<file path="src/net_pkg.sv">
package net_pkg;

  // rmii interface
  localparam int dibit_w = 2;

  // local host
  localparam logic [31:0] my_ip = 32'h12_12_6b_0d;

  localparam logic [15:0] ethertype_ipv4 = 16'h0800;
  localparam logic [7:0] proto_udp = 8'd17;

  // payload store, 16-bit words
  localparam int store_words = 256;
  localparam int store_aw = $clog2(store_words);

  localparam logic [31:0] crc_poly = 32'hedb8_8320;  // 04c11db7 bit-reversed
  localparam logic [31:0] crc_residue = 32'hdebb_20e3;  // register after data + fcs

  typedef struct packed {
    logic [7:0] data;
    logic valid;
  } byte_beat_t;

  typedef struct packed {
    logic [31:0] src_ip;
    logic [31:0] dst_ip;
    logic [7:0] protocol;
    logic [15:0] total_len;
  } ip_hdr_t;

  typedef struct packed {
    logic [15:0] src_port;
    logic [15:0] dst_port;
    logic [15:0] length;
  } udp_hdr_t;

  typedef enum logic [2:0] {dst_mac, src_mac, ethertype, body, drop} eth_state_e;

  typedef enum logic [1:0] {header, payload, idle} ip_state_e;

  typedef enum logic {fill, read} store_state_e;

endpackage

</file>
<file path="src/rmii_byte_rx.sv">
`timescale 1ns/1ps

module rmii_byte_rx (
  input logic clk,
  input logic rst,
  input logic [net_pkg::dibit_w-1:0] rxd,
  input logic crsdv,
  output net_pkg::byte_beat_t beat
);

  logic locked;  // past the delimiter
  logic pre_seen;  // at least one 01 preamble dibit
  logic [1:0] cnt;
  logic [7:0] sh;

  always_ff @(posedge clk) begin
    if (rst) begin
      locked <= 1'b0;
      pre_seen <= 1'b0;
      cnt <= '0;
      beat.valid <= 1'b0;
    end else begin
      beat.valid <= 1'b0;
      if (!crsdv) begin
        // carrier gone, hunt again
        locked <= 1'b0;
        pre_seen <= 1'b0;
        cnt <= '0;
      end else if (!locked) begin
        if (rxd == 2'b01) begin
          pre_seen <= 1'b1;
        end else if (rxd == 2'b11 && pre_seen) begin
          locked <= 1'b1;  // 0xd5 delimiter ends in 11
          cnt <= '0;
        end else begin
          pre_seen <= 1'b0;
        end
      end else begin
        sh <= {rxd, sh[7:2]};  // lsb dibit arrives first
        cnt <= cnt + 2'd1;
        if (cnt == 2'd3) begin
          beat.valid <= 1'b1;
          beat.data <= {rxd, sh[7:2]};
        end
      end
    end
  end

endmodule

</file>
<file path="src/crc32.sv">
`timescale 1ns/1ps

module crc32 (
  input logic clk,
  input logic rst,
  input logic start,
  input net_pkg::byte_beat_t beat,
  output logic crc_ok
);
  import net_pkg::*;

  logic [31:0] crc;

  // one byte through the reflected register, lsb first
  function automatic logic [31:0] crc_byte(input logic [31:0] c, input logic [7:0] d);
    logic [31:0] r;
    r = c ^ {24'h0, d};
    for (int i = 0; i < 8; i++) begin
      r = r[0] ? ((r >> 1) ^ crc_poly) : (r >> 1);
    end
    return r;
  endfunction

  always_ff @(posedge clk) begin
    if (rst) begin
      crc <= '1;
    end else if (beat.valid) begin
      crc <= crc_byte(crc, beat.data);
    end else if (start) begin
      crc <= '1;  // preset for next frame
    end
  end

  assign crc_ok = (crc == crc_residue);

endmodule

</file>
<file path="src/eth_rx.sv">
`timescale 1ns/1ps

module eth_rx (
  input logic clk,
  input logic rst,
  input net_pkg::byte_beat_t beat_in,
  input logic crsdv,
  input logic [47:0] mac,
  output net_pkg::byte_beat_t beat_out,
  output logic ip_sel,
  output logic frame_done,
  output logic fcs_ok
);
  import net_pkg::*;

  eth_state_e state;
  logic [2:0] cnt;
  logic uni_ok, bc_ok;
  logic [15:0] eth_type;
  logic crsdv_q, fall_q;
  logic crc_ok;
  logic [7:0] mac_byte;
  logic uni_nx, bc_nx;

  crc32 u_crc (
    .clk(clk),
    .rst(rst),
    .start(frame_done),
    .beat(beat_in),
    .crc_ok(crc_ok)
  );

  // first byte on the wire is mac[47:40]
  assign mac_byte = mac[8*(5-cnt) +: 8];
  assign uni_nx = uni_ok && (beat_in.data == mac_byte);
  assign bc_nx = bc_ok && (beat_in.data == 8'hff);

  always_ff @(posedge clk) begin
    if (rst) begin
      crsdv_q <= 1'b0;
      fall_q <= 1'b0;
      frame_done <= 1'b0;
      fcs_ok <= 1'b0;
    end else begin
      crsdv_q <= crsdv;
      fall_q <= crsdv_q && !crsdv;  // end of carrier
      frame_done <= fall_q;
      if (fall_q) fcs_ok <= crc_ok;  // last fcs byte already folded in
    end
  end

  always_ff @(posedge clk) begin
    if (rst) begin
      state <= dst_mac;
      cnt <= '0;
      uni_ok <= 1'b1;
      bc_ok <= 1'b1;
      ip_sel <= 1'b0;
      beat_out.valid <= 1'b0;
    end else begin
      beat_out.valid <= beat_in.valid && (state == body);
      beat_out.data <= beat_in.data;
      if (fall_q) begin
        state <= dst_mac;
        cnt <= '0;
        uni_ok <= 1'b1;
        bc_ok <= 1'b1;
        ip_sel <= 1'b0;
      end else if (beat_in.valid) begin
        case (state)
          dst_mac: begin
            uni_ok <= uni_nx;
            bc_ok <= bc_nx;
            cnt <= cnt + 3'd1;
            if (cnt == 3'd5) begin
              cnt <= '0;
              state <= (uni_nx || bc_nx) ? src_mac : drop;
            end
          end
          src_mac: begin
            cnt <= cnt + 3'd1;
            if (cnt == 3'd5) begin
              cnt <= '0;
              state <= ethertype;
            end
          end
          ethertype: begin
            eth_type <= {eth_type[7:0], beat_in.data};
            cnt <= cnt + 3'd1;
            if (cnt == 3'd1) begin
              if ({eth_type[7:0], beat_in.data} == ethertype_ipv4) begin
                state <= body;
                ip_sel <= 1'b1;
              end else begin
                state <= drop;
              end
            end
          end
          default: ;  // body and drop hold until carrier ends
        endcase
      end
    end
  end

endmodule

</file>
<file path="src/ipv4_rx.sv">
`timescale 1ns/1ps

module ipv4_rx (
  input logic clk,
  input logic rst,
  input net_pkg::byte_beat_t beat_in,
  input logic sel,
  input logic frame_done,
  output net_pkg::ip_hdr_t hdr,
  output net_pkg::byte_beat_t beat_out
);
  import net_pkg::*;

  ip_state_e state;
  logic [4:0] cnt;  // header byte index
  logic [15:0] remain;  // ip payload bytes still to pass

  always_ff @(posedge clk) begin
    if (rst) begin
      state <= header;
      cnt <= '0;
      beat_out.valid <= 1'b0;
    end else begin
      beat_out.valid <= 1'b0;
      beat_out.data <= beat_in.data;
      if (frame_done) begin
        state <= header;
        cnt <= '0;
      end else if (beat_in.valid && sel) begin
        case (state)
          header: begin
            cnt <= cnt + 5'd1;
            case (cnt)
              5'd2: hdr.total_len[15:8] <= beat_in.data;
              5'd3: hdr.total_len[7:0] <= beat_in.data;
              5'd9: hdr.protocol <= beat_in.data;
              5'd12, 5'd13, 5'd14, 5'd15: begin
                hdr.src_ip <= {hdr.src_ip[23:0], beat_in.data};
              end
              5'd16, 5'd17, 5'd18, 5'd19: begin
                hdr.dst_ip <= {hdr.dst_ip[23:0], beat_in.data};
              end
              default: ;
            endcase
            if (cnt == 5'd19) begin
              if (hdr.total_len > 16'd20) begin
                state <= payload;
                remain <= hdr.total_len - 16'd20;
              end else begin
                state <= idle;
              end
            end
          end
          payload: begin
            // stops at total_len, so padding and fcs never go further
            beat_out.valid <= 1'b1;
            remain <= remain - 16'd1;
            if (remain == 16'd1) state <= idle;
          end
          default: ;  // idle until frame end
        endcase
      end
    end
  end

endmodule

</file>
<file path="src/udp_rx.sv">
`timescale 1ns/1ps

module udp_rx (
  input logic clk,
  input logic rst,
  input net_pkg::byte_beat_t beat_in,
  input net_pkg::ip_hdr_t hdr,
  input logic sel,
  input logic [15:0] udp_port,
  input logic frame_done,
  output net_pkg::udp_hdr_t udp,
  output net_pkg::byte_beat_t beat_out,
  output logic udp_ok
);
  import net_pkg::*;

  logic [2:0] cnt;
  logic hdr_done;

  always_ff @(posedge clk) begin
    if (rst) begin
      cnt <= '0;
      hdr_done <= 1'b0;
      udp_ok <= 1'b0;
      beat_out.valid <= 1'b0;
    end else begin
      // payload goes on only for a frame addressed here
      beat_out.valid <= beat_in.valid && hdr_done && udp_ok;
      beat_out.data <= beat_in.data;
      if (frame_done) begin
        cnt <= '0;
        hdr_done <= 1'b0;
        udp_ok <= 1'b0;
      end else if (beat_in.valid && !hdr_done) begin
        cnt <= cnt + 3'd1;
        case (cnt)
          3'd0, 3'd1: udp.src_port <= {udp.src_port[7:0], beat_in.data};
          3'd2, 3'd3: udp.dst_port <= {udp.dst_port[7:0], beat_in.data};
          3'd4, 3'd5: udp.length <= {udp.length[7:0], beat_in.data};
          default: ;  // checksum bytes not checked
        endcase
        if (cnt == 3'd7) begin
          hdr_done <= 1'b1;
          udp_ok <= sel && (hdr.dst_ip == my_ip) && (hdr.protocol == proto_udp)
                    && (udp.dst_port == udp_port);
        end
      end
    end
  end

endmodule

</file>
<file path="src/payload_store.sv">
`timescale 1ns/1ps

module payload_store (
  input logic clk,
  input logic rst,
  input net_pkg::byte_beat_t beat_in,
  input logic frame_done,
  input logic accept,
  output logic axiov,
  output logic [15:0] axiod
);
  import net_pkg::*;

  store_state_e state;
  logic [15:0] mem [store_words];
  logic [store_aw+1:0] byte_cnt;  // reaches 2*store_words
  logic [7:0] hi;  // pending high byte
  logic ovf;
  logic tainted;  // bytes arrived during read out
  logic [store_aw:0] n_words;
  logic [store_aw-1:0] rd_ptr;
  logic full;
  logic pad, we;
  logic [15:0] wdata;

  assign full = (byte_cnt == (store_aw+2)'(2 * store_words));

  // odd last byte goes out with a zero low half
  assign pad = (state == fill) && frame_done && byte_cnt[0];
  assign we = pad || ((state == fill) && !frame_done && beat_in.valid
                      && byte_cnt[0] && !full);
  assign wdata = pad ? {hi, 8'h00} : {hi, beat_in.data};

  always_ff @(posedge clk) begin
    if (we) mem[byte_cnt[store_aw:1]] <= wdata;
  end

  always_ff @(posedge clk) begin
    if (rst) begin
      state <= fill;
      byte_cnt <= '0;
      ovf <= 1'b0;
      tainted <= 1'b0;
      rd_ptr <= '0;
      axiov <= 1'b0;
    end else begin
      axiov <= 1'b0;
      case (state)
        fill: begin
          if (frame_done) begin
            if (accept && !ovf && !tainted && byte_cnt != '0) begin
              state <= read;
              n_words <= byte_cnt[store_aw+1:1] + byte_cnt[0];
              rd_ptr <= '0;
            end
            byte_cnt <= '0;  // drops a discarded frame too
            ovf <= 1'b0;
            tainted <= 1'b0;
          end else if (beat_in.valid) begin
            if (full) begin
              ovf <= 1'b1;
            end else begin
              if (!byte_cnt[0]) hi <= beat_in.data;
              byte_cnt <= byte_cnt + 1'b1;
            end
          end
        end
        read: begin
          axiov <= 1'b1;
          axiod <= mem[rd_ptr];
          rd_ptr <= rd_ptr + 1'b1;
          if ({1'b0, rd_ptr} + 1'b1 == n_words) state <= fill;
          // no back-pressure, a frame overlapping read out is lost
          if (frame_done) tainted <= 1'b0;
          else if (beat_in.valid) tainted <= 1'b1;
        end
        default: state <= fill;
      endcase
    end
  end

endmodule

</file>
<file path="src/network_stack_rx.sv">
`timescale 1ns/1ps

module network_stack_rx (
  input logic clk,
  input logic rst,
  input logic [net_pkg::dibit_w-1:0] rxd,
  input logic crsdv,
  input logic [47:0] mac,
  input logic [15:0] udp_port,
  output logic axiov,
  output logic [15:0] axiod
);
  import net_pkg::*;

  byte_beat_t rx_beat, eth_beat, ip_beat, udp_beat;
  ip_hdr_t ip_hdr;
  logic ip_sel, frame_done, fcs_ok, udp_ok;
  logic accept;

  // read out only for a good fcs on a frame addressed here
  assign accept = fcs_ok && udp_ok;

  rmii_byte_rx u_rmii (
    .clk(clk),
    .rst(rst),
    .rxd(rxd),
    .crsdv(crsdv),
    .beat(rx_beat)
  );

  eth_rx u_eth (
    .clk(clk),
    .rst(rst),
    .beat_in(rx_beat),
    .crsdv(crsdv),
    .mac(mac),
    .beat_out(eth_beat),
    .ip_sel(ip_sel),
    .frame_done(frame_done),
    .fcs_ok(fcs_ok)
  );

  ipv4_rx u_ip (
    .clk(clk),
    .rst(rst),
    .beat_in(eth_beat),
    .sel(ip_sel),
    .frame_done(frame_done),
    .hdr(ip_hdr),
    .beat_out(ip_beat)
  );

  udp_rx u_udp (
    .clk(clk),
    .rst(rst),
    .beat_in(ip_beat),
    .hdr(ip_hdr),
    .sel(ip_sel),
    .udp_port(udp_port),
    .frame_done(frame_done),
    .udp(),  // header kept for debug only
    .beat_out(udp_beat),
    .udp_ok(udp_ok)
  );

  payload_store u_store (
    .clk(clk),
    .rst(rst),
    .beat_in(udp_beat),
    .frame_done(frame_done),
    .accept(accept),
    .axiov(axiov),
    .axiod(axiod)
  );

endmodule

</file>
<file path="config.mk">
export PLATFORM = sky130hd
export DESIGN_NAME = network_stack_rx
export DESIGN_NICKNAME = d
export VERILOG_FILES = /design/src/net_pkg.sv /design/src/rmii_byte_rx.sv /design/src/crc32.sv /design/src/eth_rx.sv /design/src/ipv4_rx.sv /design/src/udp_rx.sv /design/src/payload_store.sv /design/src/network_stack_rx.sv
export SDC_FILE = /design/constraint.sdc
export NUM_CORES = 2
export LEC_CHECK = 0
export BUFFER_PORTS_ARGS = -buffer_cell sky130_fd_sc_hd__clkbuf_2
export CAP_MARGIN = 20
export CORE_ASPECT_RATIO = 1.4
export CORE_MARGIN = 2
export CORE_UTILIZATION = 35
export CTS_CLUSTER_DIAMETER = 80
export DETAILED_ROUTE_END_ITERATION = 16
export GPL_TIMING_DRIVEN = 0
export SLEW_MARGIN = 20
export SYNTH_ARGS = -nofsm -noshare
export SYNTH_HDL_FRONTEND = slang
export SYNTH_HIERARCHICAL = 1
export SYNTH_SLANG_ARGS = --single-unit
export TNS_END_PERCENT = 30
</file>
<file path="constraint.sdc">
create_clock -name clk -period 4.95 [get_ports clk]
set_input_delay 1.2375 -clock clk [delete_from_list [all_inputs] [get_ports clk]]
set_output_delay 1.2375 -clock clk [all_outputs]
set_load 0.01 [all_outputs]
</file>
### After elaboration in Yosys (flattened, before gate mapping)

Memory sizes are Yosys's and may differ from the RTL's. A register that Yosys moved wholly into a read port is not among the register bits.
Cells that the tools add are included.

* add/subtract/negate cells: 11
* $mul: 0
* divide/modulo/power cells: 0
* order comparisons: 1
* equality and inequality tests: 41
* shift operators: 1
* mux-type cells: 56
* bitwise gates (word level): 18
* reductions and logical operators: 73

Operator list (count)
* $mux W32: 10
* $not A13 Y14: 8
* $shiftx A48 B33 Y8: 1
* $eq A32 B29 Y1 const B: 1
* $eq A32 B32 Y1 const B: 1
* $mux W16: 2
* $pmux W16 S2: 1
* $xor A32 B8 Y32: 1
* $mux W10: 3
* $reduce_and A5 Y1: 5
* $mux W8: 3
* $reduce_and A4 Y1: 6
* $logic_and A1 B1 Y1: 22
* $eq A5 B5 Y1 const B: 4
* $mux W1: 19
* $mux W3: 6
* $reduce_and A2 Y1: 9
* $eq A16 B1 Y1 const B: 1
* $eq A16 B12 Y1 const B: 1
* $eq A16 B16 Y1: 1
* $gt A16 B5 Y1 const B: 1
* $ne A2 B1 Y1 const B: 8
* $pmux W8 S2: 1
* $sub A16 B1 Y16 const B: 1
* 41 further kinds: 85

* register bits: 240
* latch bits: 0
* bits in writable memories: 4096
* bits in read-only memories: 0
* output and inout bits: 17
* memories: 1

Memories
* u_store.mem: words 256, width 16, rd ports 1, clocked after Yosys merged registers in 1, wr ports 1, line payload_store.sv:15 `logic [15:0] mem [store_words];`

### Longest topological paths before layout

* depth in word-level cells: 18
* gate-level depth with buffers: 12
* mapped depth without buffers: 8

### Hierarchy

The synthesis kept the hierarchy.

By module, submodules not included
* payload_store: instances 1, cells an instance 7778, area each 160625.3 um2
* ipv4_rx: instances 1, cells an instance 277, area each 4561.9 um2
* udp_rx: instances 1, cells an instance 119, area each 2311.0 um2
* crc32: instances 1, cells an instance 216, area each 2049.5 um2
* eth_rx: instances 1, cells an instance 172, area each 1750.4 um2
* rmii_byte_rx: instances 1, cells an instance 37, area each 659.4 um2
* network_stack_rx: instances 1, cells an instance 1, area each 6.3 um2

### Worst setup path before layout

Ideal clock, no wire load.

* kind: flip-flop to flip-flop
* start point: register u_eth.frame_done
* end point: memory u_store.mem[0][0], data pin
* data arrival time: 4.053 ns
* data required time: 4.077 ns
* setup slack: 0.024 ns
* cell stages (with the launch flop): 4
* buffers on the path: 0
* period minus slack after synthesis: 4.926 ns
* cells stage by stage: dfxtp_1 -> nor2b_1 -> nand2_1 -> and2_1

* word-level cells in the longest chain between the ends: 3

RTL lines
* start, declared: line eth_rx.sv:11 `output logic frame_done,`
* start signal, assigned: line eth_rx.sv:47 `frame_done <= fall_q;`
* $logic_and A1 B1 Y1 (2 in series): line payload_store.sv:29 `assign pad = (state == fill) && frame_done && byte_cnt[0];`
* $mux W8: line payload_store.sv:32 `assign wdata = pad ? {hi, 8'h00} : {hi, beat_in.data};`
* net u_store.wdata[0]: line payload_store.sv:24 `logic [15:0] wdata;`
* end, declared: line payload_store.sv:15

The timed path passes the listed nets, and every way through them passes these cells.

==> results.ini <==
[worst_setup_path]
max_stage_delay_ns=0.88
slowest_stage=o21ai_0
required_ns=5.77
cp.arrival_ns=6.46
crit_buf_inv=2
setup.worst_path.class=flop to flop
start_kind=flop
cp_cell_sequence=clkbuf_1, nand2_1, nand2_1, clkbuf_1, a22oi_1, o21ai_0, a221oi_1, o31ai_2
worst-path-max-fanout=10
cpLargestDelayFamily=compound AO/OA/AOI/OAI gates
end_kind=flop

[sta]
drv_slew=0
holdWs_ns=0.410
setup_ws_ns=-0.694
finalHoldViolCount=0
fin_skew_ns=0.106
max_freq_mhz=177
post-route-min-period_ns=5.64
rsz0062_at_grt=yes
relSlewSlack_pct=10.5
worstMarginPinSlew_ns=1.33
finalCritPeriodShare_pct=114
finalSetupViolCount=16

[status]
run_status=complete, but fails checks
violations=setup timing

[final_layout]
finish.net_count=9428
utilization_pct=41.4
layout-drive-gt1-share_pct=26.4
area_delta_synth_final_pct=17.7
fillers=41800
multiInputGateArea_sq_um=39700
seq_area_sq_um=130000
final_cell_area_sq_um=200000

[pwr]
seqPwrFrac_pct=55.2
p_comb_share_pct=0.6
clockPowerShare_pct=44.2
ir_worst_vdd_mv=0.337
power_density_nw_per_um2=363
power.total_mw=72.6
internal_power_mw=58.1
p_leak_nw=59.7
switching_share_pct=19.9
p_switching_mw=14.5

[detailed_routing]
avgViaCountPerCell=6.04
drc=0
ant_nets=0
routedWlPerCell_microns=40.5
via_count=97200
detailedRoute.firstPassIterationCount=8
routed_wirelength_mm=652
drt_iter0_markers=15500

[global_route]
grt_usage_pct=26.0
grt_pass1_wl_mm=853
overflow=0
antenna_found_initial=35
grt_max_degree=85
grt_pass1_vias=94300

[floorplanning]
rows=302
design.die.area_sq_um=491000
start_util_pct=35.2
die_w_microns=593
fp.dieH_microns=829
fp.coreArea_sq_um=483000
ioPinCount=86

[min_path]
hp-class=flop to flop

[yosys]
synthesis.area_sq_um=170000
netlist_instances=8532
avgSynthCellArea_sq_um=19.9
syn_nets=8621
yosysWarnings=6

[cts]
postCtsHoldBufs=0
path_clk_slew_ns=0.07
h-tree-depth=5
postCtsSetupBuffers=0
clockBufferDepth=4
numCtsBuffers=417
clkSinkCount=4350
cts_tree=built
cts_root_buf=clkbuf_16
clock_latency_ns=1.13

[placement]
place_area_sq_um=186000
gp_congestion=1.05
portBuffers=85
place_ws_ns=-1.40
dpl.hpwl_mm=464

[run]
cap_violations=0

[cell usage in the layout (no fill, tap or decap), types with 50 or more instances in the layout]
cell type     n
a221oi_1    115
clkinv_2     61
clkinv_1     99
edfxtp_1   4263
mux4_2      730
buf_8       111
buf_16       76
buf_2        89
xnor2_1      96
mux2i_1     604
a21oi_1     138
clkbuf_2    166
buf_6       129
buf_4       109
clkbuf_1    226
nor2_1      257
nand3_1      81
clkbuf_16   420
or3_1        73
buf_12       50
nand2_1     171
o22ai_1     113
a22oi_1     210
nor2_4      201
nor2_2       63
dfxtp_1      86
o21ai_0      76
[stage by stage]
| stage | instances | setup TNS [ns] |
|---|---|---|
| 2_1_floorplan | 8532 | 0 |
| 3_3_place_gp | 15000 | - |
| 3_5_place_dp | 15300 | -13.51 |
| 4_1_cts | 16100 | -0.0648 |
| 5_1_grt | 16100 | -0.191 |
| 6_report | 16100 | -5.51 |
[sequential cells by signal (all words and copies together) (netlist names), 3 cells and up]
| name | flops |
|---|---|
| u_eth/eth_type | 8 |
| u_rmii/sh | 6 |
| u_eth/u_crc/crc | 32 |
| u_ip/hdr | 56 |
| u_store/n_words | 9 |
| u_udp/beat_out | 9 |
| u_ip/cnt | 5 |
| u_store/byte_cnt | 10 |
| u_udp/cnt | 3 |
| u_store/axiod | 16 |
| u_eth/state | 3 |
| u_store/hi | 8 |
| u_eth/beat_out | 9 |
| u_rmii/beat | 9 |
| u_ip/beat_out | 9 |
| u_ip/remain | 16 |
| u_store/rd_ptr | 8 |
| u_udp/udp | 16 |
| u_store/mem | 4096 |
| u_eth/cnt | 3 |
[worst reg2reg max path, cell delays in order, from the launching register on]
cell	delay, ns
dfxtp_1	0.32
clkbuf_1	0.66
nand2_1	0.63
nand2_1	0.72
clkbuf_1	0.86
a22oi_1	0.16
o21ai_0	0.88
a221oi_1	0.43
o31ai_2	0.66
[metal layers]
layer,vias up,track usage [%],routed length [microns]
met4,16,23.6,72100
li1,36900,-,-
met2,7386,40.9,301000
met3,1994,8.13,75900
met1,50900,28.0,203000
met5,-,0.266,248
[power groups by stage]
stage / sequential [mW] / combinational (mW) / clock, mW
global placement: 41.0 / 0.322 / 0
finish: 40.1 / 0.430 / 32.1
CTS: 40.1 / 0.417 / 32.3
detailed placement: 40.9 / 0.418 / 0
global route: 40.0 / 0.444 / 33.6
floorplan: 40.9 / 0.149 / 0
[final cells by class]
type | count | share of cell area, %
sequential | 4350 | 64.9
multi-input combinational | 3655 | 19.9
clock buffer | 522 | 5.50
tap | 6384 | 3.99
timing repair buffer | 389 | 2.89
buffer | 502 | 1.58
clock inverter | 244 | 1.24
inverter | 24 | 0.0450
antenna | 29 | 0.0363
[worst paths after layout]
check,slack (ns),startpoint,endpoint,cells after the start
hold / removal,0.41,u_rmii/sh[2],u_rmii/beat[1],0
setup reg to reg,-0.69,u_store/rd_ptr[4],u_store/axiod[12],8
setup / recovery,-0.69,u_store/rd_ptr[4],u_store/axiod[12],8
hold reg to reg,0.41,u_rmii/sh[2],u_rmii/beat[1],0
[what timing repair did]
item | 4_1_cts | 5_1_grt
pin swaps | 0 | 0
endpoints found under the hold margin | 0 | 0
resized for setup | 129 | 36
cloned | 0 | 0
setup endpoints to repair | 15 | 14
No activity file was read; power rests on OpenSTA's default activity.
